### config.mk
export PLATFORM = sky130hd
export DESIGN_NAME = mem_arbiter
export DESIGN_NICKNAME = d
export VERILOG_FILES = /design/src/common/memtest_pkg.sv /design/src/hdl/mem_arbiter.sv
export SDC_FILE = /design/constraint.sdc
export NUM_CORES = 1
export LEC_CHECK = 0
export ABC_AREA = 1
export BUFFER_PORTS_ARGS = -buffer_cell sky130_fd_sc_hd__buf_4
export CORE_ASPECT_RATIO = 0.8
export CORE_UTILIZATION = 38
export CTS_CLUSTER_SIZE = 25
export DETAILED_ROUTE_END_ITERATION = 8
export PLACE_DENSITY = 0.84
export SLEW_MARGIN = 30
export SYNTH_ARGS = -nofsm -noshare
export SYNTH_HDL_FRONTEND = slang
export SYNTH_SLANG_ARGS = --single-unit
### constraint.sdc
create_clock -name clk -period 10 [get_ports clk]
set_input_delay 2 -clock clk [delete_from_list [all_inputs] [get_ports clk]]
set_output_delay 2 -clock clk [all_outputs]
set_load 0.005 [all_outputs]
### src/common/memtest_pkg.sv
package memtest_pkg;

    // ram geometry
    localparam int addr_width = 10;
    localparam int data_width = 16;

    // host bus
    localparam int axi_addr_width = 16;
    localparam int axi_data_width = 32;

    localparam logic [1:0] resp_okay   = 2'b00;
    localparam logic [1:0] resp_slverr = 2'b10;

    // register byte offsets
    localparam logic [axi_addr_width-1:0] reg_ctrl      = 16'h0000;
    localparam logic [axi_addr_width-1:0] reg_status    = 16'h0004;
    localparam logic [axi_addr_width-1:0] reg_seed      = 16'h0008;
    localparam logic [axi_addr_width-1:0] reg_fail_addr = 16'h000c;
    localparam logic [axi_addr_width-1:0] reg_fail_data = 16'h0010;
    localparam logic [axi_addr_width-1:0] win_base      = 16'h1000; // one word per 4 bytes

    localparam logic [data_width-1:0] seed_reset = 16'h1234;

    typedef enum logic [1:0] {
        op_full,
        op_write_only,
        op_read_only
    } test_op_e;

    typedef enum logic [1:0] {
        st_idle,
        st_write,
        st_read,
        st_end
    } tester_state_e;

endpackage

### src/hdl/mem_arbiter.sv
`timescale 1ns/1ns

module mem_arbiter
    import memtest_pkg::*;
(
    input  logic                  clk,
    input  logic                  reset,
    input  logic                  t_req,
    output logic                  t_ack,
    input  logic                  t_we,
    input  logic [addr_width-1:0] t_addr,
    input  logic [data_width-1:0] t_wdata,
    output logic [data_width-1:0] t_rdata,
    input  logic                  h_req,
    output logic                  h_ack,
    input  logic                  h_we,
    input  logic [addr_width-1:0] h_addr,
    input  logic [data_width-1:0] h_wdata,
    output logic [data_width-1:0] h_rdata,
    output logic                  m_req,
    input  logic                  m_ack,
    output logic                  m_we,
    output logic [addr_width-1:0] m_addr,
    output logic [data_width-1:0] m_wdata,
    input  logic [data_width-1:0] m_rdata
);

    logic t_ack_q;
    logic h_ack_q;
    logic active;     // a request is forwarded to the ram
    logic owner_host;
    logic m_done;

    assign m_done = active && (m_req == m_ack);

    // ack goes back in the same cycle the ram answers
    assign t_ack   = t_ack_q ^ (m_done && !owner_host);
    assign h_ack   = h_ack_q ^ (m_done && owner_host);
    assign t_rdata = m_rdata;
    assign h_rdata = m_rdata;

    always_ff @(posedge clk) begin
        if (reset) begin
            t_ack_q <= 1'b0;
            h_ack_q <= 1'b0;
            active  <= 1'b0;
            m_req   <= 1'b0;
        end else if (m_done) begin
            active <= 1'b0;
            if (owner_host)
                h_ack_q <= ~h_ack_q;
            else
                t_ack_q <= ~t_ack_q;
        end else if (!active) begin
            if (t_req != t_ack_q) begin // tester wins ties
                owner_host <= 1'b0;
                m_we       <= t_we;
                m_addr     <= t_addr;
                m_wdata    <= t_wdata;
                m_req      <= ~m_req;
                active     <= 1'b1;
            end else if (h_req != h_ack_q) begin
                owner_host <= 1'b1;
                m_we       <= h_we;
                m_addr     <= h_addr;
                m_wdata    <= h_wdata;
                m_req      <= ~m_req;
                active     <= 1'b1;
            end
        end
    end

    a_one_outstanding: assert property (@(posedge clk) disable iff (reset)
        (m_req != $past(m_req)) |-> $past(m_req == m_ack));

endmodule

Word level (Yosys, flattened, before mapping)
Cells that the tools add are included.

Eq/ne operators: 3. Mux-type cells: 12. Bitwise logic cells: 9. Reductions and logical operators: 10.

Operators with widths (number): 2-to-1 mux 16 bit (2); 2-to-1 mux 10 bit (2); 2-to-1 mux 1 bit (8); inverter 1 bit (7); AND reduction 2 bit (2); AND reduction 4 bit (1); logical AND 1 bit (3); AND reduction 3 bit (1); != test 1 bit (2); nonzero test 2 bit (1); OR reduction 2 bit (1); bitwise XOR 1 bit (2); == test 1 bit (1); logical NOT 1 bit (1).

Bits in registers: 32. Input port bits: 75. Output and inout port bits: 62. Logic and storage cells: 42.

Depth between registers and ports, before layout
Word-level depth: 4. Gate-level depth with buffers: 7. Gate-level depth less buffers: 7.

Worst setup path after synthesis
OpenSTA, ideal clock, no wires.

Kind: input-to-reg. Start: input port t_req. End: register m_addr[0], enable pin. Setup time: 0.448 ns. Data arrival time: 4.222 ns. Required time: 9.552 ns. Slack: 5.330 ns. Cell stages on the path: 6. Path buffers: 0. Path through: inv_1 nand2_2 nand2_2 nand2_1 inv_1 nor3_1.

Longest elaborated chain between the ends: 3.

RTL lines: from (decl) (line mem_arbiter.sv:8) `input logic t_req,`; != test 1 bit (line mem_arbiter.sv:55) `if (t_req != t_ack_q) begin`; nonzero test 2 bit (no source line); AND reduction 4 bit (no source line); to (signal assigned) (line mem_arbiter.sv:58) `m_addr <= t_addr;`; to (signal assigned) (line mem_arbiter.sv:65) `m_addr <= h_addr;`; to (decl) (line mem_arbiter.sv:23) `output logic [addr_width-1:0] m_addr,`.

Every way passes these cells. A chain may end at the register's enable or synchronous reset.

Worst setup path in the final report
Start: input port m_ack. End: output port h_ack.

Longest elaborated chain between the ends: 4.

RTL lines: from (decl) (line mem_arbiter.sv:21) `input logic m_ack,`; == test 1 bit (line mem_arbiter.sv:34) `assign m_done = active && (m_req == m_ack);`; logical AND 1 bit (line mem_arbiter.sv:34); logical AND 1 bit (line mem_arbiter.sv:38) `assign h_ack = h_ack_q ^ (m_done && owner_host);`; bitwise XOR 1 bit (line mem_arbiter.sv:38); to (decl) (line mem_arbiter.sv:15) `output logic h_ack,`.

Every way passes these cells.

==> flow_metrics.tcl <==
set metrics [dict create \
    seqPwrFrac_pct 50.8 \
    internal-power_mw 0.246 \
    crit_cells 6 \
    cts.sinks 32 \
    status "finished, final reports clean" \
    dp_hpwl_mm 2.75 \
    cp_slowest_cell "a21oi_1" \
    num_io_pins 137 \
    cts_tree "done" \
    path_cells "buf_4, a21oi_1, nand4_1, nand2_1, inv_1, buf_4" \
    drt-total-wl_mm 3.62 \
    final_cell_mix "nand2_1 (95), buf_4 (89), edfxtp_1 (28)" \
    cap_violations 0 \
    crit_top_cell "buf_4" \
    gp_congestion 0.761 \
    cp_top_family "buffers and inverters" \
    fp.dieW_um 76.7 \
    rsz0062_at_grt "false" \
    nets 325 \
    layout_setup_ws_ns 5.25 \
    end_kind "output port" \
    clkSlewWorstSetupHoldPaths_ns 0.07 \
    holdPathStages 2 \
    dp_slack_ns 5.27 \
    finalSetupTns_ns 0 \
    drt_first_pass_iters 4 \
    post-cts-setup-buffers 0 \
    clockPowerShare_pct 27.9 \
    p_leak_nw 1.13 \
    hp-class "flop to flop" \
    cts_hold_buf 0 \
    power_frac_comb_pct 21.3 \
    root_buffer "clkbuf_8" \
    synth_cell_types 13 \
    cts_buffers 5 \
    core_area_um2 4230 \
    syn_inst 191 \
    min_period_over_period_pct 47.5 \
    hold_violations 0 \
    start_kind "primary input" \
    viasPerCell 4.42 \
    rows 21 \
    yosysWarnings 0 \
    worst-path-buf-inv 3 \
    die_area_um2 4740 \
    fill_cells 391 \
    worstSkewPairLatency_ns 0.27 \
    yosys_register_bits 32 \
    cts_max_level 2 \
    slew_headroom_pct 45.4 \
    reg2regPathDepth 7 \
    cp.required_ns 8.00 \
    path_class "primary input to output port" \
    antenna_cells 0 \
    worst_pin_slew_ns 0.815 \
    grt_antenna_before_repair 0 \
    grt_pass1_vias 1155 \
    max_freq_mhz 210 \
    drive_above_1_share_pct 39.8 \
    drcViolationCount 0 \
    start_util_pct 40.1 \
    ant_nets 0 \
    switching_power_mw 0.0820 \
    io_buffers 88 \
    mostFrequentLayoutCell "nand2_1" \
    num_vias 1361 \
    cp_max_fo 3 \
    die_y_um 61.8 \
    synthToLayoutAreaGrowth_pct 31.3 \
    arrival_ns 2.75 \
    slew_viol_final 0 \
    wl_per_cell_um 11.8 \
    clockBufferDepth 2 \
    finalCriticalPeriod_ns 4.75 \
    slowest_delay_ns 0.25 \
    grt_max_degree 31 \
    avgSynthCellArea_um2 8.88 \
    fin_skew_ns 0.00574 \
    setup_violations 0 \
    swShare_pct 25.0 \
    grt_usage_pct 15.1 \
    grt_pass1_wl_mm 5.24 \
    first_iter_violations 41 \
    powerDensity_nw_per_um2 147 \
    ctsResizeCount 0 \
    grt_overflow 0 \
    seq_area_frac_synth_pct 54.3 \
    synth_fp_nets 266 \
    synth_area_um2 1700 \
    peakVddDrop_mv 0.0746 \
]
[tightest hold or removal path, stage by stage, from the launching register on]
cell	delay [ns]
dfxtp_1	0.35
a21oi_1	0.12
nor2_1	0.06
[registers in the layout, indices dropped and copies added (netlist names)]
register / count
active: 1
h_ack_q: 1
m_addr: 10
m_req: 1
m_wdata: 16
m_we: 1
owner_host: 1
t_ack_q: 1
[final cells by class]
type	count	area (µm²)	share of cell area [%]
Sequential cell	32	921	41.3
Multi-Input combinational cell	109	435	19.5
Inverter	13	48.8	2.19
Tap cell	57	71.3	3.20
Clock inverter	2	11.3	0.505
Clock buffer	6	72.6	3.26
Timing Repair Buffer	89	668	30.0
[cell usage after synthesis]
library cell	instances	share of area, %
nand2_1	95	21
buf_4	32	14
edfxtp_1	28	50
inv_1	11	2.4
buf_6	5	3.3
dfxtp_1	4	4.7
nand4_1	4	1.5
a21oi_1	3	0.88
nor2_1	3	0.66
inv_2	2	0.44
nand2_2	2	0.74
nand3_1	1	0.29
nor3_1	1	0.29
[kinds of logic after synthesis]
kind of cell / share of synthesized area (%)
DFF: 54.3
buffers and inverters: 20.4
and+or+nand+nor: 24.5
AOI/OAI and AO/OA: 0.885
[routing by layer]
layer	GRT usage [%]	up-vias	share of wire, %
met5	0	-	0
met4	7.14	0	1.2
met3	6.13	9	10
met2	28.4	70	51
met1	15.1	595	38
li1	-	687	-
[power by group through the flow]
stage               Sequential (mW)  Clock [mW]  Combinational (mW)
finish                        0.167      0.0915              0.0700
global route                  0.168       0.100              0.0794
CTS                           0.167      0.0953              0.0712
detailed placement            0.170           0              0.0711
global placement              0.169           0              0.0693
floorplan                     0.171           0              0.0418
[through the flow]
step / utilization, % / cell area (µm²) / hold slack, ns / instances / total power, mW
finish: 52.7 / 2230 / 0.573 / 308 / 0.328
global route: 52.7 / 2230 / 0.633 / 308 / 0.348
CTS: 52.7 / 2230 / 0.571 / 308 / 0.334
detailed placement: 50.7 / 2140 / 0.560 / 300 / 0.241
global placement: 50.7 / 2140 / 0.546 / 300 / 0.239
floorplan: - / 1700 / 0.511 / 191 / 0.213
[worst paths after layout]
path | startpoint | to | slack [ns]
setup / recovery | m_ack | h_ack | 5.25
setup reg to reg | t_ack_q | m_wdata[0] | 7.53
hold / removal | m_req | m_req | 0.57
hold reg to reg | m_req | m_req | 0.57
Power figures use the tool's default switching activity.
