<file path="src/common/memtest_pkg.sv">
package memtest_pkg;

    // ram geometry
    localparam int addr_width = 10;
    localparam int data_width = 16;

    // host bus
    localparam int axi_addr_width = 16;
    localparam int axi_data_width = 32;

    localparam logic [1:0] resp_okay   = 2'b00;
    localparam logic [1:0] resp_slverr = 2'b10;

    // register byte offsets
    localparam logic [axi_addr_width-1:0] reg_ctrl      = 16'h0000;
    localparam logic [axi_addr_width-1:0] reg_status    = 16'h0004;
    localparam logic [axi_addr_width-1:0] reg_seed      = 16'h0008;
    localparam logic [axi_addr_width-1:0] reg_fail_addr = 16'h000c;
    localparam logic [axi_addr_width-1:0] reg_fail_data = 16'h0010;
    localparam logic [axi_addr_width-1:0] win_base      = 16'h1000; // one word per 4 bytes

    localparam logic [data_width-1:0] seed_reset = 16'h1234;

    typedef enum logic [1:0] {
        op_full,
        op_write_only,
        op_read_only
    } test_op_e;

    typedef enum logic [1:0] {
        st_idle,
        st_write,
        st_read,
        st_end
    } tester_state_e;

endpackage

</file>
<file path="src/tester/mem_tester.sv">
`timescale 1ns/1ns

module mem_tester
    import memtest_pkg::*;
(
    input  logic                  clk,
    input  logic                  reset,
    input  logic                  start,
    input  test_op_e              op,
    input  logic [data_width-1:0] seed,
    output logic                  busy,
    output logic                  done,
    output logic                  fail,
    output logic [addr_width-1:0] fail_addr,
    output logic [data_width-1:0] fail_data,
    output logic                  req,
    input  logic                  ack,
    output logic                  we,
    output logic [addr_width-1:0] addr,
    output logic [data_width-1:0] wdata,
    input  logic [data_width-1:0] rdata
);

    tester_state_e state;
    test_op_e op_q;
    logic [data_width-1:0] seed_q;
    logic [data_width-1:0] expected;
    logic idle_port;
    logic last_addr;

    assign idle_port = (req == ack);
    assign last_addr = addr[addr_width-1]; // 512 is the end of the walk

    always_ff @(posedge clk) begin
        if (reset) begin
            state <= st_idle;
            busy  <= 1'b0;
            done  <= 1'b0;
            fail  <= 1'b0;
            req   <= 1'b0;
        end else begin
            case (state)
                st_idle: begin
                    if (start) begin
                        busy   <= 1'b1;
                        done   <= 1'b0;
                        fail   <= 1'b0;
                        op_q   <= op;
                        seed_q <= seed;
                        addr   <= addr_width'(1);
                        req    <= ~req;
                        if (op == op_read_only) begin
                            state    <= st_read;
                            we       <= 1'b0;
                            expected <= seed;
                        end else begin
                            state <= st_write;
                            we    <= 1'b1;
                            wdata <= seed;
                        end
                    end
                end
                st_write: begin
                    if (idle_port) begin
                        if (last_addr) begin
                            if (op_q == op_write_only) begin
                                state <= st_end;
                            end else begin
                                // restart the walk for the read-back
                                state    <= st_read;
                                we       <= 1'b0;
                                addr     <= addr_width'(1);
                                expected <= seed_q;
                                req      <= ~req;
                            end
                        end else begin
                            addr  <= addr << 1;
                            wdata <= {wdata[data_width-2:0], wdata[data_width-1]};
                            req   <= ~req;
                        end
                    end
                end
                st_read: begin
                    if (idle_port) begin
                        if (rdata != expected) begin
                            fail      <= 1'b1; // keep the first miscompare only
                            fail_addr <= addr;
                            fail_data <= rdata;
                            state     <= st_end;
                        end else if (last_addr) begin
                            state <= st_end;
                        end else begin
                            addr     <= addr << 1;
                            expected <= {expected[data_width-2:0], expected[data_width-1]};
                            req      <= ~req;
                        end
                    end
                end
                st_end: begin
                    busy  <= 1'b0;
                    done  <= 1'b1;
                    state <= st_idle;
                end
                default: state <= st_idle;
            endcase
        end
    end

    a_addr_onehot: assert property (@(posedge clk) disable iff (reset)
        (req != ack) |-> $onehot(addr));

endmodule

</file>
<file path="config.mk">
export PLATFORM = sky130hd
export DESIGN_NAME = mem_tester
export DESIGN_NICKNAME = d
export VERILOG_FILES = /design/src/common/memtest_pkg.sv /design/src/tester/mem_tester.sv
export SDC_FILE = /design/constraint.sdc
export NUM_CORES = 1
export LEC_CHECK = 0
export BUFFER_PORTS_ARGS = -buffer_cell sky130_fd_sc_hd__buf_2
export CAP_MARGIN = 5
export CORE_MARGIN = 4
export CORE_UTILIZATION = 41
export DETAILED_ROUTE_END_ITERATION = 6
export GPL_ROUTABILITY_DRIVEN = 0
export PLACE_DENSITY = 0.73
export SLEW_MARGIN = 40
export SYNTH_ARGS = -nofsm -noshare
export SYNTH_HDL_FRONTEND = slang
export SYNTH_SLANG_ARGS = --single-unit
</file>
<file path="constraint.sdc">
create_clock -name clk -period 7.2 [get_ports clk]
set_input_delay 0.72 -clock clk [delete_from_list [all_inputs] [get_ports clk]]
set_output_delay 0.72 -clock clk [all_outputs]
set_load 0.1 [all_outputs]
</file>
# == Word level (Yosys, flattened, before mapping) ==
# Index checks and enable logic that the tools add are counted.
# W data, S select, Z words.
# op_classes
n_mux,52
n_eq_ne,20
reduce_logical,16
bitwise_logic,2
# ops
op,count
$mux W16,12
$mux W10,7
$pmux W16 S3,1
$pmux W16 S2,1
$pmux W10 S3,1
$ne A2 B2 Y1 const B,11
$reduce_and A6 Y1,3
$mux W1,17
$ne A16 B16 Y1,1
$mux W2,7
$reduce_and A10 Y1,1
$pmux W1 S2,4
$pmux W2 S4,1
$reduce_and A4 Y1,2
$reduce_and A8 Y1,1
$reduce_and A7 Y1,1
$eq A2 B2 Y1 const B,3
$ne A3 B3 Y1 const B,2
$reduce_bool A2 Y1,3
$reduce_and A5 Y1,1
$eq A2 B1 Y1 const B,2
$pmux W1 S3,1
$reduce_and A3 Y1,1
$reduce_bool A3 Y1,1
4 further kinds,5
# totals
reg_bits,93

# == Longest topological paths before layout ==
# logic_depth
word_depth,5
ltp_mapped,8
mapped_depth_nobuf,7

# == Worst setup path after synthesis ==
# Ideal clock, no wire load.
# synth_path
path_type,register to register
startpoint,reg req
endpoint,reg fail_addr[0] (enable)
synth_period_minus_slack_ns,3.637
path_slack_ns,3.563
t_arrival_ns,3.196
setup_time_ns,0.442
stages_incl_launch_ff,3
path_cell_list,dfxtp_1 -> xor2_1 -> nor3_1
# synth_via
elab_chain_len,2
# synth_lines
element,line,rtl
from (decl),mem_tester.sv:16,"output logic req,"
from (signal assigned),mem_tester.sv:51,req <= ~req;
from (signal assigned),mem_tester.sv:74,req <= ~req;
from (signal assigned),mem_tester.sv:79,req <= ~req;
$eq A1 B1 Y1,mem_tester.sv:31,assign idle_port = (req == ack);
$reduce_and A4 Y1 (no line),--,
to (signal assigned),mem_tester.sv:87,fail_addr <= addr;
to (decl),mem_tester.sv:14,"output logic [addr_width-1:0] fail_addr,"
# No other way between the ends.
# A chain may end at the register's enable or synchronous reset.

# == Worst setup path after layout ==
# layout_path
startpoint,reg state[0]
endpoint,reg addr[1] (enable)
# layout_via
elab_chain_len,3
word_cells_on_any_way,11
classes_between,eq/ne: 8; reduce/logical: 3
# layout_lines
element,line,rtl
from (decl),mem_tester.sv:24,tester_state_e state;
from (signal assigned),mem_tester.sv:36,state <= st_idle;
from (signal assigned),mem_tester.sv:53,state <= st_read;
from (signal assigned),mem_tester.sv:57,state <= st_write;
$eq A2 B1 Y1 (tied with other cells),mem_tester.sv:42,case (state)
$ne A3 B3 Y1 (no line) (tied with other cells),--,
$reduce_and A8 Y1 (no line) *,--,
to (signal assigned),mem_tester.sv:50,addr <= addr_width'(1);
to (signal assigned),mem_tester.sv:72,addr <= addr_width'(1);
to (signal assigned),mem_tester.sv:77,addr <= addr << 1;
to (decl),mem_tester.sv:19,"output logic [addr_width-1:0] addr,"
# Every way passes the cells marked *; elsewhere a longest branch is shown, timed or not.

==> summary.txt <==
Run
  • Maxcap violations: 0

Synthesis
  • Cell variety after synth: 37
  • Seq cells post-synth: 93
  • Post-synth top area share: between 60% and 70%
  • Mapped Area: between 4000 and 5000 µm²
  • Ys async rst share: 0%
  • Syn Area/Cell: 14.4 µm²
  • Top cell type by total area after synthesis: edfxtp_1
  • YS warnings: 0
  • Top cells by area, synth: edfxtp_1 65%, mux2_2 4.5%, xor2_1 3.7%
  • EDFF count, synth: slightly below 90
  • Sequential-to-total area share from yosys stat: about 68%
  • Syn Nets: between 300 and 400
  • Cells after Synth: approximately 280
  • Post-synth top flop: edfxtp_1

Worst setup path
  • Crit path buffers/inverters: 2
  • Worst path cell trace: inv_1 -> ha_2 -> inv_1 -> and3_1 -> o31ai_1 -> nor4_4
  • Crit path launch type: flop
  • Type of the worst setup path: reg -> reg
  • CP max-delay cell: ha_2
  • Crit Reg-Reg Startpoint: state[0]$_SDFFE_PP0P_
  • CP delay by family, top: adder cells
  • Critical path endpoint category: flop
  • Most used cell along the critical path: inv_1
  • Crit-path max FO: 26
  • Max stage delay on crit path: around 0.53 ns
  • Worst Setup SP: state[0]$_SDFFE_PP0P_
  • Critical path required time: roughly 7.3 ns
  • CP arrival: about 2.5 ns

Global route
  • Largest net degree at the start of global routing: 44
  • Initial antenna violation count: 0
  • Vias in the first global route: 2466
  • All-Layer GR Usage: approximately 15%
  • First-pass GRT wire length: 13000 µm
  • Grt ovf: 0

Final layout
  • Commonest cells after routing, fill and taps aside: 94 x buf_2, 87 x edfxtp_1, 26 x nor2_1
  • # fillers: around 820
  • Synth-to-Final Area Change: 21.1%
  • Antenna cells: 0
  • Nets: 417
  • Non-filler cells, final: approximately 510
  • Commonest non-fill, non-tap cell in the layout: buf_2
  • Util after Layout: between 50% and 60%
  • Share of layout cells above drive strength 1: about 37%
  • Post-route cell area: roughly 4900 µm²

STA
  • Final Hold Vio Count: 0
  • Total Neg Setup Slack: 0 ns
  • Maximum clock frequency: 421 MHz
  • Slew headroom: between 50% and 60%
  • RSZ-0062 raised after global routing: false
  • Final number of max-transition violations: 0
  • Tmin final: 2.38 ns
  • Fin crit share: between 30% and 40%
  • Final setup vio count: 0
  • Skew final: around 0.014 ns
  • Least-Margin Pin Slew: roughly 0.66 ns
  • Worst setup margin: around 4.8 ns

Clock tree
  • Post-CTS sizing: 0
  • Htree depth: 3
  • Clk Latency, worst-skew pair: about 0.36 ns
  • Post-CTS setup buffers: 0
  • CTS root buf: clkbuf_8
  • CTS Hold Buffers Added: 0
  • CTS tree: built
  • Worst-path clk slew: 0.09 ns
  • Total clock buffers created by CTS: 9
  • TritonCTS sink count: 93
  • Clock tree buffer depth: 2

Floorplanning
  • Placeable core area: 9370 µm²
  • DIE HEIGHT: about 110 µm
  • Die area: 11400 µm²
  • Boundary pin count: 95
  • Number of cell rows: 35
  • Initial Util: roughly 43%
  • Die width: 107 µm

Drt
  • Total iterations of the first detailed-routing run: 4
  • DRC: 0
  • Vias per cell: about 5
  • Iter 0 DRT Violations: 172
  • Routed WL: between 8000 and 9000 µm
  • Via Count: ~2600
  • Antenna-violating nets left: 0
  • Wire length per cell: 16.3 µm

Place
  • Post-placement cell area: around 4700 µm²
  • PortBufs: 94
  • Worst slack, placed: about 4.6 ns
  • DP HPWL: roughly 6000 µm
  • Cell count after placement: roughly 490

Worst hold path
  • Hold Startpoint: addr[6]$_DFFE_PP_
  • Hold Path Class: reg -> reg

Pwr
  • P_leak: around 1.8 nW
  • Max IR drop VDD: 0.000191 V
  • Pwr Density: between 400 and 500 nW/µm²

Run status
  • Status: completed
final timing paths:
path	depth (start not counted)	slack, ns	to
max	6	4.82	addr[1]$_DFFE_PP_
min	0	0.49	fail_addr[6]$_DFFE_PP_
max reg2reg	6	4.82	addr[1]$_DFFE_PP_
min reg2reg	0	0.49	fail_addr[6]$_DFFE_PP_
state kept, by name, indices dropped and copies added (netlist names):
name       count
we             1
addr          10
expected      16
fail_data     16
state          2
op_q           2
done           1
fail           1
wdata         16
fail_addr     10
busy           1
req            1
seed_q        16
cells in the mapped netlist (4+ instances only):
library cell,n
nor4_4,4
edfxtp_1,87
ha_1,5
mux2_2,16
a21oi_1,24
xor2_1,17
nand2b_1,4
and2_1,8
a22oi_1,17
inv_1,5
nor2_1,26
nand2_1,7
clkbuf_1,14
dfxtp_1,6
metal layers:
metal  global-route usage (%)  up-vias  share of wire, %
met4                     4.47        0               1.4
li1                         -     1245                 -
met5                        0        -                 0
met1                     21.0     1244                46
met2                     22.0      103                46
met3                     3.49       12               6.5
layout make-up:
cell class                 count  area (µm²)  share of cell area, %
clock buffer                   9         124                   2.55
clock inverter                 7        75.1                   1.54
inverter                       5        18.8                  0.386
multi-input combinational    166        1240                   25.6
sequential                    93        2730                   56.2
tap                          129         161                   3.32
timing repair buffer          99         508                   10.4
cell families (layout without fill, tap and decap cells):
group                      count (synthesis)  after routing  share of synthesized area, %
adders and majority gates                  5              5                          1.56
xor gates and xnor gates                  18             18                          3.93
muxes                                     19             19                          5.24
buffers and inverters                     20            120                          1.87
AOI/OAI and AO/OA                         57             57                          9.35
and+or+nand+nor                           67             67                          10.0
DFF                                       93             93                          68.1
stage by stage:
step / total power [mW] / hold slack [ns]
after floorplan: 1.62 / 0.590
after global placement: 1.79 / 0.461
after detailed placement: 1.82 / 0.468
after CTS: 2.17 / 0.491
after global routing: 2.26 / 0.508
final: 2.15 / 0.493
power breakdown:
part | internal [mW] | total (mW) | switching (mW)
sequential | 0.763 | 0.837 | 0.0740
combinational | 0.240 | 0.963 | 0.723
clock | 0.162 | 0.350 | 0.187
total | 1.17 | 2.15 | 0.984
worst register-to-register path: cells and delay by family (launching register included):
kind,cells,cell delay [ns]
fa+ha+maj,1,0.53
compound gates,1,0.51
buf+inv,2,0.36
flops,1,0.35
simple gates,2,0.35
Note: power is estimated with default switching activity, not from simulation.
