<file path="src/common/memtest_pkg.sv">
package memtest_pkg;

    // ram geometry
    localparam int addr_width = 10;
    localparam int data_width = 16;

    // host bus
    localparam int axi_addr_width = 16;
    localparam int axi_data_width = 32;

    localparam logic [1:0] resp_okay   = 2'b00;
    localparam logic [1:0] resp_slverr = 2'b10;

    // register byte offsets
    localparam logic [axi_addr_width-1:0] reg_ctrl      = 16'h0000;
    localparam logic [axi_addr_width-1:0] reg_status    = 16'h0004;
    localparam logic [axi_addr_width-1:0] reg_seed      = 16'h0008;
    localparam logic [axi_addr_width-1:0] reg_fail_addr = 16'h000c;
    localparam logic [axi_addr_width-1:0] reg_fail_data = 16'h0010;
    localparam logic [axi_addr_width-1:0] win_base      = 16'h1000; // one word per 4 bytes

    localparam logic [data_width-1:0] seed_reset = 16'h1234;

    typedef enum logic [1:0] {
        op_full,
        op_write_only,
        op_read_only
    } test_op_e;

    typedef enum logic [1:0] {
        st_idle,
        st_write,
        st_read,
        st_end
    } tester_state_e;

endpackage

</file>
<file path="src/hdl/mem_test_regs.sv">
`timescale 1ns/1ns

module mem_test_regs
    import memtest_pkg::*;
(
    input  logic                        clk,
    input  logic                        reset,
    input  logic [axi_addr_width-1:0]   awaddr,
    input  logic                        awvalid,
    output logic                        awready,
    input  logic [axi_data_width-1:0]   wdata,
    input  logic [axi_data_width/8-1:0] wstrb,
    input  logic                        wvalid,
    output logic                        wready,
    output logic [1:0]                  bresp,
    output logic                        bvalid,
    input  logic                        bready,
    input  logic [axi_addr_width-1:0]   araddr,
    input  logic                        arvalid,
    output logic                        arready,
    output logic [axi_data_width-1:0]   rdata,
    output logic [1:0]                  rresp,
    output logic                        rvalid,
    input  logic                        rready,
    output logic                        start,
    output test_op_e                    op,
    output logic [data_width-1:0]       seed,
    input  logic                        busy,
    input  logic                        done,
    input  logic                        fail,
    input  logic [addr_width-1:0]       fail_addr,
    input  logic [data_width-1:0]       fail_data,
    output logic                        host_req,
    input  logic                        host_ack,
    output logic                        host_we,
    output logic [addr_width-1:0]       host_addr,
    output logic [data_width-1:0]       host_wdata,
    input  logic [data_width-1:0]       host_rdata
);

    logic win_pend;   // window access waiting for the ram
    logic win_write;
    logic wr_accept;
    logic rd_accept;
    logic host_done;

    function automatic logic in_window(input logic [axi_addr_width-1:0] a);
        return (a >= win_base) && (a < win_base + (4 << addr_width));
    endfunction

    function automatic logic is_reg(input logic [axi_addr_width-1:0] a);
        return (a == reg_ctrl) || (a == reg_status) || (a == reg_seed) ||
               (a == reg_fail_addr) || (a == reg_fail_data);
    endfunction

    function automatic logic [axi_data_width-1:0] read_reg(input logic [axi_addr_width-1:0] a);
        logic [axi_data_width-1:0] v;
        v = '0;
        case (a)
            reg_ctrl:      v[2:1] = op;
            reg_status:    v[2:0] = {fail, done, busy};
            reg_seed:      v[data_width-1:0] = seed;
            reg_fail_addr: v[addr_width-1:0] = fail_addr;
            reg_fail_data: v[data_width-1:0] = fail_data;
            default:       v = '0;
        endcase
        return v;
    endfunction

    // one access at a time towards the ram, writes first
    assign wr_accept = awvalid && wvalid && !bvalid && !win_pend;
    assign rd_accept = arvalid && !rvalid && !win_pend && !wr_accept;
    assign awready   = wr_accept;
    assign wready    = wr_accept;
    assign arready   = rd_accept;
    assign host_done = win_pend && (host_req == host_ack);

    always_ff @(posedge clk) begin
        if (reset) begin
            start    <= 1'b0;
            op       <= op_full;
            seed     <= seed_reset;
            bvalid   <= 1'b0;
            rvalid   <= 1'b0;
            host_req <= 1'b0;
            win_pend <= 1'b0;
        end else begin
            start <= 1'b0; // single cycle pulse
            if (bvalid && bready)
                bvalid <= 1'b0;
            if (rvalid && rready)
                rvalid <= 1'b0;

            if (wr_accept) begin
                if (in_window(awaddr)) begin
                    host_req   <= ~host_req;
                    host_we    <= 1'b1;
                    host_addr  <= awaddr[addr_width+1:2];
                    host_wdata <= wdata[data_width-1:0];
                    win_write  <= 1'b1;
                    win_pend   <= 1'b1;
                end else begin
                    bvalid <= 1'b1;
                    bresp  <= is_reg(awaddr) ? resp_okay : resp_slverr;
                    if (|wstrb) begin // zero strobes leave the registers alone
                        case (awaddr)
                            reg_ctrl: begin
                                op    <= test_op_e'(wdata[2:1]);
                                start <= wdata[0];
                            end
                            reg_seed: seed <= wdata[data_width-1:0];
                            default: ;
                        endcase
                    end
                end
            end

            if (rd_accept) begin
                if (in_window(araddr)) begin
                    host_req  <= ~host_req;
                    host_we   <= 1'b0;
                    host_addr <= araddr[addr_width+1:2];
                    win_write <= 1'b0;
                    win_pend  <= 1'b1;
                end else begin
                    rvalid <= 1'b1;
                    rresp  <= is_reg(araddr) ? resp_okay : resp_slverr;
                    rdata  <= read_reg(araddr);
                end
            end

            if (host_done) begin
                win_pend <= 1'b0;
                if (win_write) begin
                    bvalid <= 1'b1;
                    bresp  <= resp_okay;
                end else begin
                    rvalid <= 1'b1;
                    rresp  <= resp_okay;
                    rdata  <= axi_data_width'(host_rdata);
                end
            end
        end
    end

    a_no_aw_during_b: assert property (@(posedge clk) disable iff (reset)
        !(bvalid && awready));

endmodule

</file>
<file path="config.mk">
export PLATFORM = sky130hd
export DESIGN_NAME = mem_test_regs
export DESIGN_NICKNAME = d
export VERILOG_FILES = /design/src/common/memtest_pkg.sv /design/src/hdl/mem_test_regs.sv
export SDC_FILE = /design/constraint.sdc
export NUM_CORES = 1
export LEC_CHECK = 0
export ABC_CLOCK_PERIOD_IN_PS = 7700
export BUFFER_PORTS_ARGS = -buffer_cell sky130_fd_sc_hd__buf_4
export CORE_AREA = 3 3 125 127
export DETAILED_ROUTE_END_ITERATION = 12
export DIE_AREA = 0 0 128 130
export GPL_TIMING_DRIVEN = 1
export PLACE_DENSITY = 0.59
export SYNTH_ARGS = -nofsm -noshare
export SYNTH_HDL_FRONTEND = slang
export SYNTH_SLANG_ARGS = --single-unit
</file>
<file path="constraint.sdc">
create_clock -name clk -period 7.7 [get_ports clk]
set_input_delay 1.54 -clock clk [delete_from_list [all_inputs] [get_ports clk]]
set_output_delay 1.54 -clock clk [all_outputs]
set_load 0.005 [all_outputs]
</file>
---- Word level (Yosys, flattened, before mapping) ----
Cells that the tools add are included.
storage, ports and cells
  bits in registers ....................... 87
  bits of input ports ..................... 121
  output and inout port bits .............. 88
  logic and storage cells ................. 112
cells by class
  magnitude comparators ................... 4
  equality and inequality tests ........... 9
  multiplexer cells ....................... 48
  bitwise logic cells ..................... 6
  reduce and logical (&&, ||, !) cells .... 31
operators with widths
  cell                                                                 count
  2-to-1 mux 32 bit                                                    4
  == test 16 x 4 -> 1 bit, second input constant                       4
  2-to-1 mux 10 bit                                                    4
  == test 16 x 3 -> 1 bit, second input constant                       2
  == test 16 x 5 -> 1 bit, second input constant                       2
  greater-or-equal comparator 16 x 13 -> 1 bit, second input constant  2
  logical NOT 16 bit                                                   2
  less-than comparator 16 x 14 -> 1 bit, second input constant         2
  2-to-1 mux 1 bit                                                     26
  case mux 7 bit (3 select lines)                                      1
  2-to-1 mux 2 bit                                                     10
  case mux 6 bit (2 select lines)                                      1
  logical AND 1 bit                                                    11
  case mux 2 bit (5 select lines)                                      1
  logical OR 1 bit                                                     8
  AND reduction 4 bit                                                  2
  inverter 1 bit                                                       6
  OR reduction 5 bit                                                   1
  logical NOT 1 bit                                                    4
  case mux 1 bit (4 select lines)                                      1
  OR reduction 4 bit                                                   1
  AND reduction 3 bit                                                  1
  OR reduction 2 bit                                                   1
  == test 1 bit                                                        1

---- Depth between registers and ports, before layout ----
  depth after elaboration ................. 10
  mapped depth ............................ 7
  gate-level depth less buffers ........... 4

---- Worst setup path before layout ----
Ideal clock, no wire load.
  path type ............................... input to register
  from .................................... input wvalid
  to ...................................... register host_wdata[0] (enable)
  setup time .............................. 0.389 ns
  arrival ................................. 3.323 ns
  required time ........................... 7.311 ns
  slack ................................... 3.988 ns
  stages .................................. 5
  path buffers ............................ 2
  cell sequence ........................... nor4bb_1 -> clkbuf_1 -> nand3_1 -> clkbuf_1 -> nor2_1
between the ends
  longest elaborated chain between the ends .. 4
ends and longest elaborated chain
  item                                  line                 source
  start, declared                       mem_test_regs.sv:13  input logic wvalid,
  logical AND 1 bit (3 in series)       mem_test_regs.sv:71  assign wr_accept = awvalid && wvalid && !bvalid && !win_pend;
  via awready                           mem_test_regs.sv:10  output logic awready,
  AND reduction 3 bit (no source line)  --
  end signal, assigned                  mem_test_regs.sv:99  host_wdata <= wdata[data_width-1:0];
  end, declared                         mem_test_regs.sv:37  output logic [data_width-1:0] host_wdata,
The timed path passes the listed nets, and every way through them passes these cells.
A chain may end at the register's enable or synchronous reset.

---- Worst setup path after layout ----
  from .................................... input wvalid
  to ...................................... output wready
between the ends
  longest elaborated chain between the ends .. 3
ends and longest elaborated chain
  item                             line                 source
  logical AND 1 bit (3 in series)  mem_test_regs.sv:71
  end, declared                    mem_test_regs.sv:14  output logic wready,
No other way between the ends.

==> metrics.cfg <==
[power_and_ir_drop]
p_sw_w=0.000287
peakVddDrop_mv=0.0987
netSwitchingFraction_pct=24.1
power_frac_seq_pct=46.0
intPower_w=0.000906
power.density_nw_per_um2=193
pwr-share-clk_pct=39.8
p_leak_nw=2.59
comb_power_share_pct=14.2

[global_route]
grt_antenna_before_repair=0
gr-total-overflow=0
grt_pass1_vias=3899
grt_pass1_wl_mm=21.1
grt_max_degree=54
grtUsageTotal_pct=16.5

[placed_design]
placed_area_um2=5860
dp.cells=738
pre_cts_slack_ns=3.46
placement.io_buffers=192
dpl.hpwl_mm=10.5
gp_congestion=0.793

[cts]
ctsHtreeMaxLevel=3
clockRootBuffer=clkbuf_16
cts_tree=built
hold_buffers=0
clk_path_buf_depth=2
clk_pin_slew_ns=0.07
cts_resized=0
cts_buffers=9
cts.sinks=87
clock_latency_ns=0.35
cts_setup_buffers=0

[floorplan]
die_x_um=128
core_um2=14500
rows=44
initial_core_util_pct=29.9
die-area_um2=16600
ios=209
die_h_um=130

[critical_path]
crit_fanout=8
crit_path_max_incr_delay_ns=0.87
arrival_ns=2.74
start_kind=primary input
required_ns=6.16
cp_top_family=simple AND/OR/NAND/NOR gates
cp_common_cell=buf_4
crit_chain=buf_4, nor4bb_1, buf_4
endpoint_kind=primary output
critical_path_class=primary input to primary output
slowest_stage=nor4bb_1
startpoint=wvalid
cp_num_buf_inv=2
regToRegStartpoint=win_pend

[min_path]
hold_path.class=flop to flop
min_from=seed[5]

[finish]
area_growth_pct=42.2
instances_no_fill=754
drive_above_1_share_pct=42.1
diodes=0
final_area_um2=6180
postLayoutCoreUtil_pct=42.5
nNetsFinal=686
fillCellCount=1428

[routing]
wirelength_mm=14.0
drc_errors=0
drt-initial-drc-count=225
firstDrtPassIters=4
num_vias=3872
vias_per_cell=5.14
final_antenna_net_count=0
avgRoutedWirePerCell_um=18.6

[run]
maxCapViolCount=0

[synthesis]
synth-edff-count=64
ys_seq_elements=87
syn_inst=395
syn_nets=516
synth.distinct_cells=49
synth_top_area_share_pct=44.2
synth_area_um2=4350
async_flop_share_pct=0
synth_ff_type=edfxtp_1
yosysSeqAreaShare_pct=54.8
synth.area.top_cells=edfxtp_1 44%, dfxtp_1 11%, a21oi_1 5.1%
synth_warnings=0
yosys.area.top_type=edfxtp_1
avgSynthCellArea_um2=11.0

[status]
status=finished, final reports clean

[sta]
finClkSkew_ns=0.0102
rsz0062_at_grt=false
period_needed_ns=4.28
setup_violations=0
hold_viol=0
setup_ws_ns=3.42
fin_crit_sh_pct=55.5
tightest_slew_ns=1.19
fmax_ghz=0.234
slew_headroom_pct=20.7
report.final.slew_viol_count=0
tns_ns=0

-- tightest hold or removal path, stage by stage (launching register included) --
cell and delay [ns]:
dfxtp_1 0.33, o31ai_1 0.07, nand3_1 0.07
-- layer usage --
metal / wire length, um / global-route usage (%) / share of wire (%) / vias to the layer above
met5: 0 / 0 / 0 / -
met4: 206 / 5.06 / 1.5 / 0
met3: 1100 / 5.28 / 7.9 / 15
met2: 6630 / 27.3 / 47 / 144
met1: 6090 / 20.7 / 43 / 1861
li1: - / - / - / 1852
-- synth_stat cells (7+ instances only) --
library cell	instances
nand3_1	22
a21oi_1	44
nand4_1	19
nor2_1	29
dfxtp_1	23
nor3b_1	8
clkbuf_1	22
and3_1	21
edfxtp_1	64
buf_2	7
o21ai_0	14
mux2i_1	14
a221oi_2	10
inv_1	18
mux2_2	11
o31ai_1	7
-- layout by cell type (no fill, tap or decap), types with 5 or more instances in the layout --
cell type / synthesis / layout
mux2_2: 11 / 11
inv_1: 18 / 17
a221oi_2: 10 / 10
nand2_1: 5 / 5
nor3b_1: 8 / 8
mux2i_1: 14 / 14
o21ai_0: 14 / 14
and3_1: 21 / 21
dfxtp_1: 23 / 23
a21oi_1: 44 / 44
nand4_1: 19 / 19
nand3_1: 22 / 22
edfxtp_1: 64 / 64
a221oi_1: 5 / 5
clkbuf_16: 0 / 10
o31ai_1: 7 / 7
buf_4: 1 / 194
nor2_1: 29 / 29
-- cells by family (layout without fill, tap and decap cells) --
logic type             Yosys count  in the layout  share of synthesized area, %
AO/OA/AOI/OAI                   89             89                          13.9
XOR/XNOR                         1              1                         0.201
buffers and inverters           53            228                          5.55
flip-flops                      87             87                          54.8
multiplexers                    25             25                          6.07
AND/OR/NAND/NOR                140            140                          19.5
-- metrics by stage --
| step | power, W | hold WS [ns] |
|---|---|---|
| finish | 0.00119 | 0.515 |
| floorplan | 0.000632 | 0.474 |
| global placement | 0.000727 | 0.497 |
| global route | 0.00124 | 0.538 |
| CTS | 0.00121 | 0.516 |
| detailed placement | 0.000732 | 0.508 |
-- final timing paths --
kind / endpoint / slack [ns] / depth (start not counted)
min reg2reg: seed[5] / 0.51 / 2
max reg2reg: host_wdata[1] / 4.69 / 4
min: seed[5] / 0.51 / 2
max: wready / 3.42 / 3
-- power by group through the flow --
stage | clock (W) | combinational [W] | sequential, W
after global placement | 0 | 0.000169 | 0.000558
after global routing | 0.000503 | 0.000186 | 0.000552
after detailed placement | 0 | 0.000173 | 0.000559
after floorplan | 0 | 0.0000735 | 0.000558
final | 0.000474 | 0.000169 | 0.000549
after CTS | 0.000483 | 0.000173 | 0.000549
-- sequential cells by signal (all words and copies together), names as in the netlist --
name	cells
rresp	2
host_addr	10
host_we	1
win_pend	1
rdata	32
bresp	2
host_wdata	16
rvalid	1
host_req	1
bvalid	1
op	2
start	1
seed	16
win_write	1
-- area by class of cell --
| type | instances | area, um2 | share of cell area, % |
|---|---|---|---|
| clock buffer | 10 | 250 | 4.05 |
| inverter | 18 | 67.6 | 1.09 |
| timing repair buffer | 194 | 1460 | 23.6 |
| tap | 184 | 230 | 3.72 |
| multi-input combinational | 255 | 1720 | 27.9 |
| clock inverter | 6 | 72.6 | 1.17 |
| sequential | 87 | 2380 | 38.5 |
Note: power is estimated with default switching activity, not from simulation.
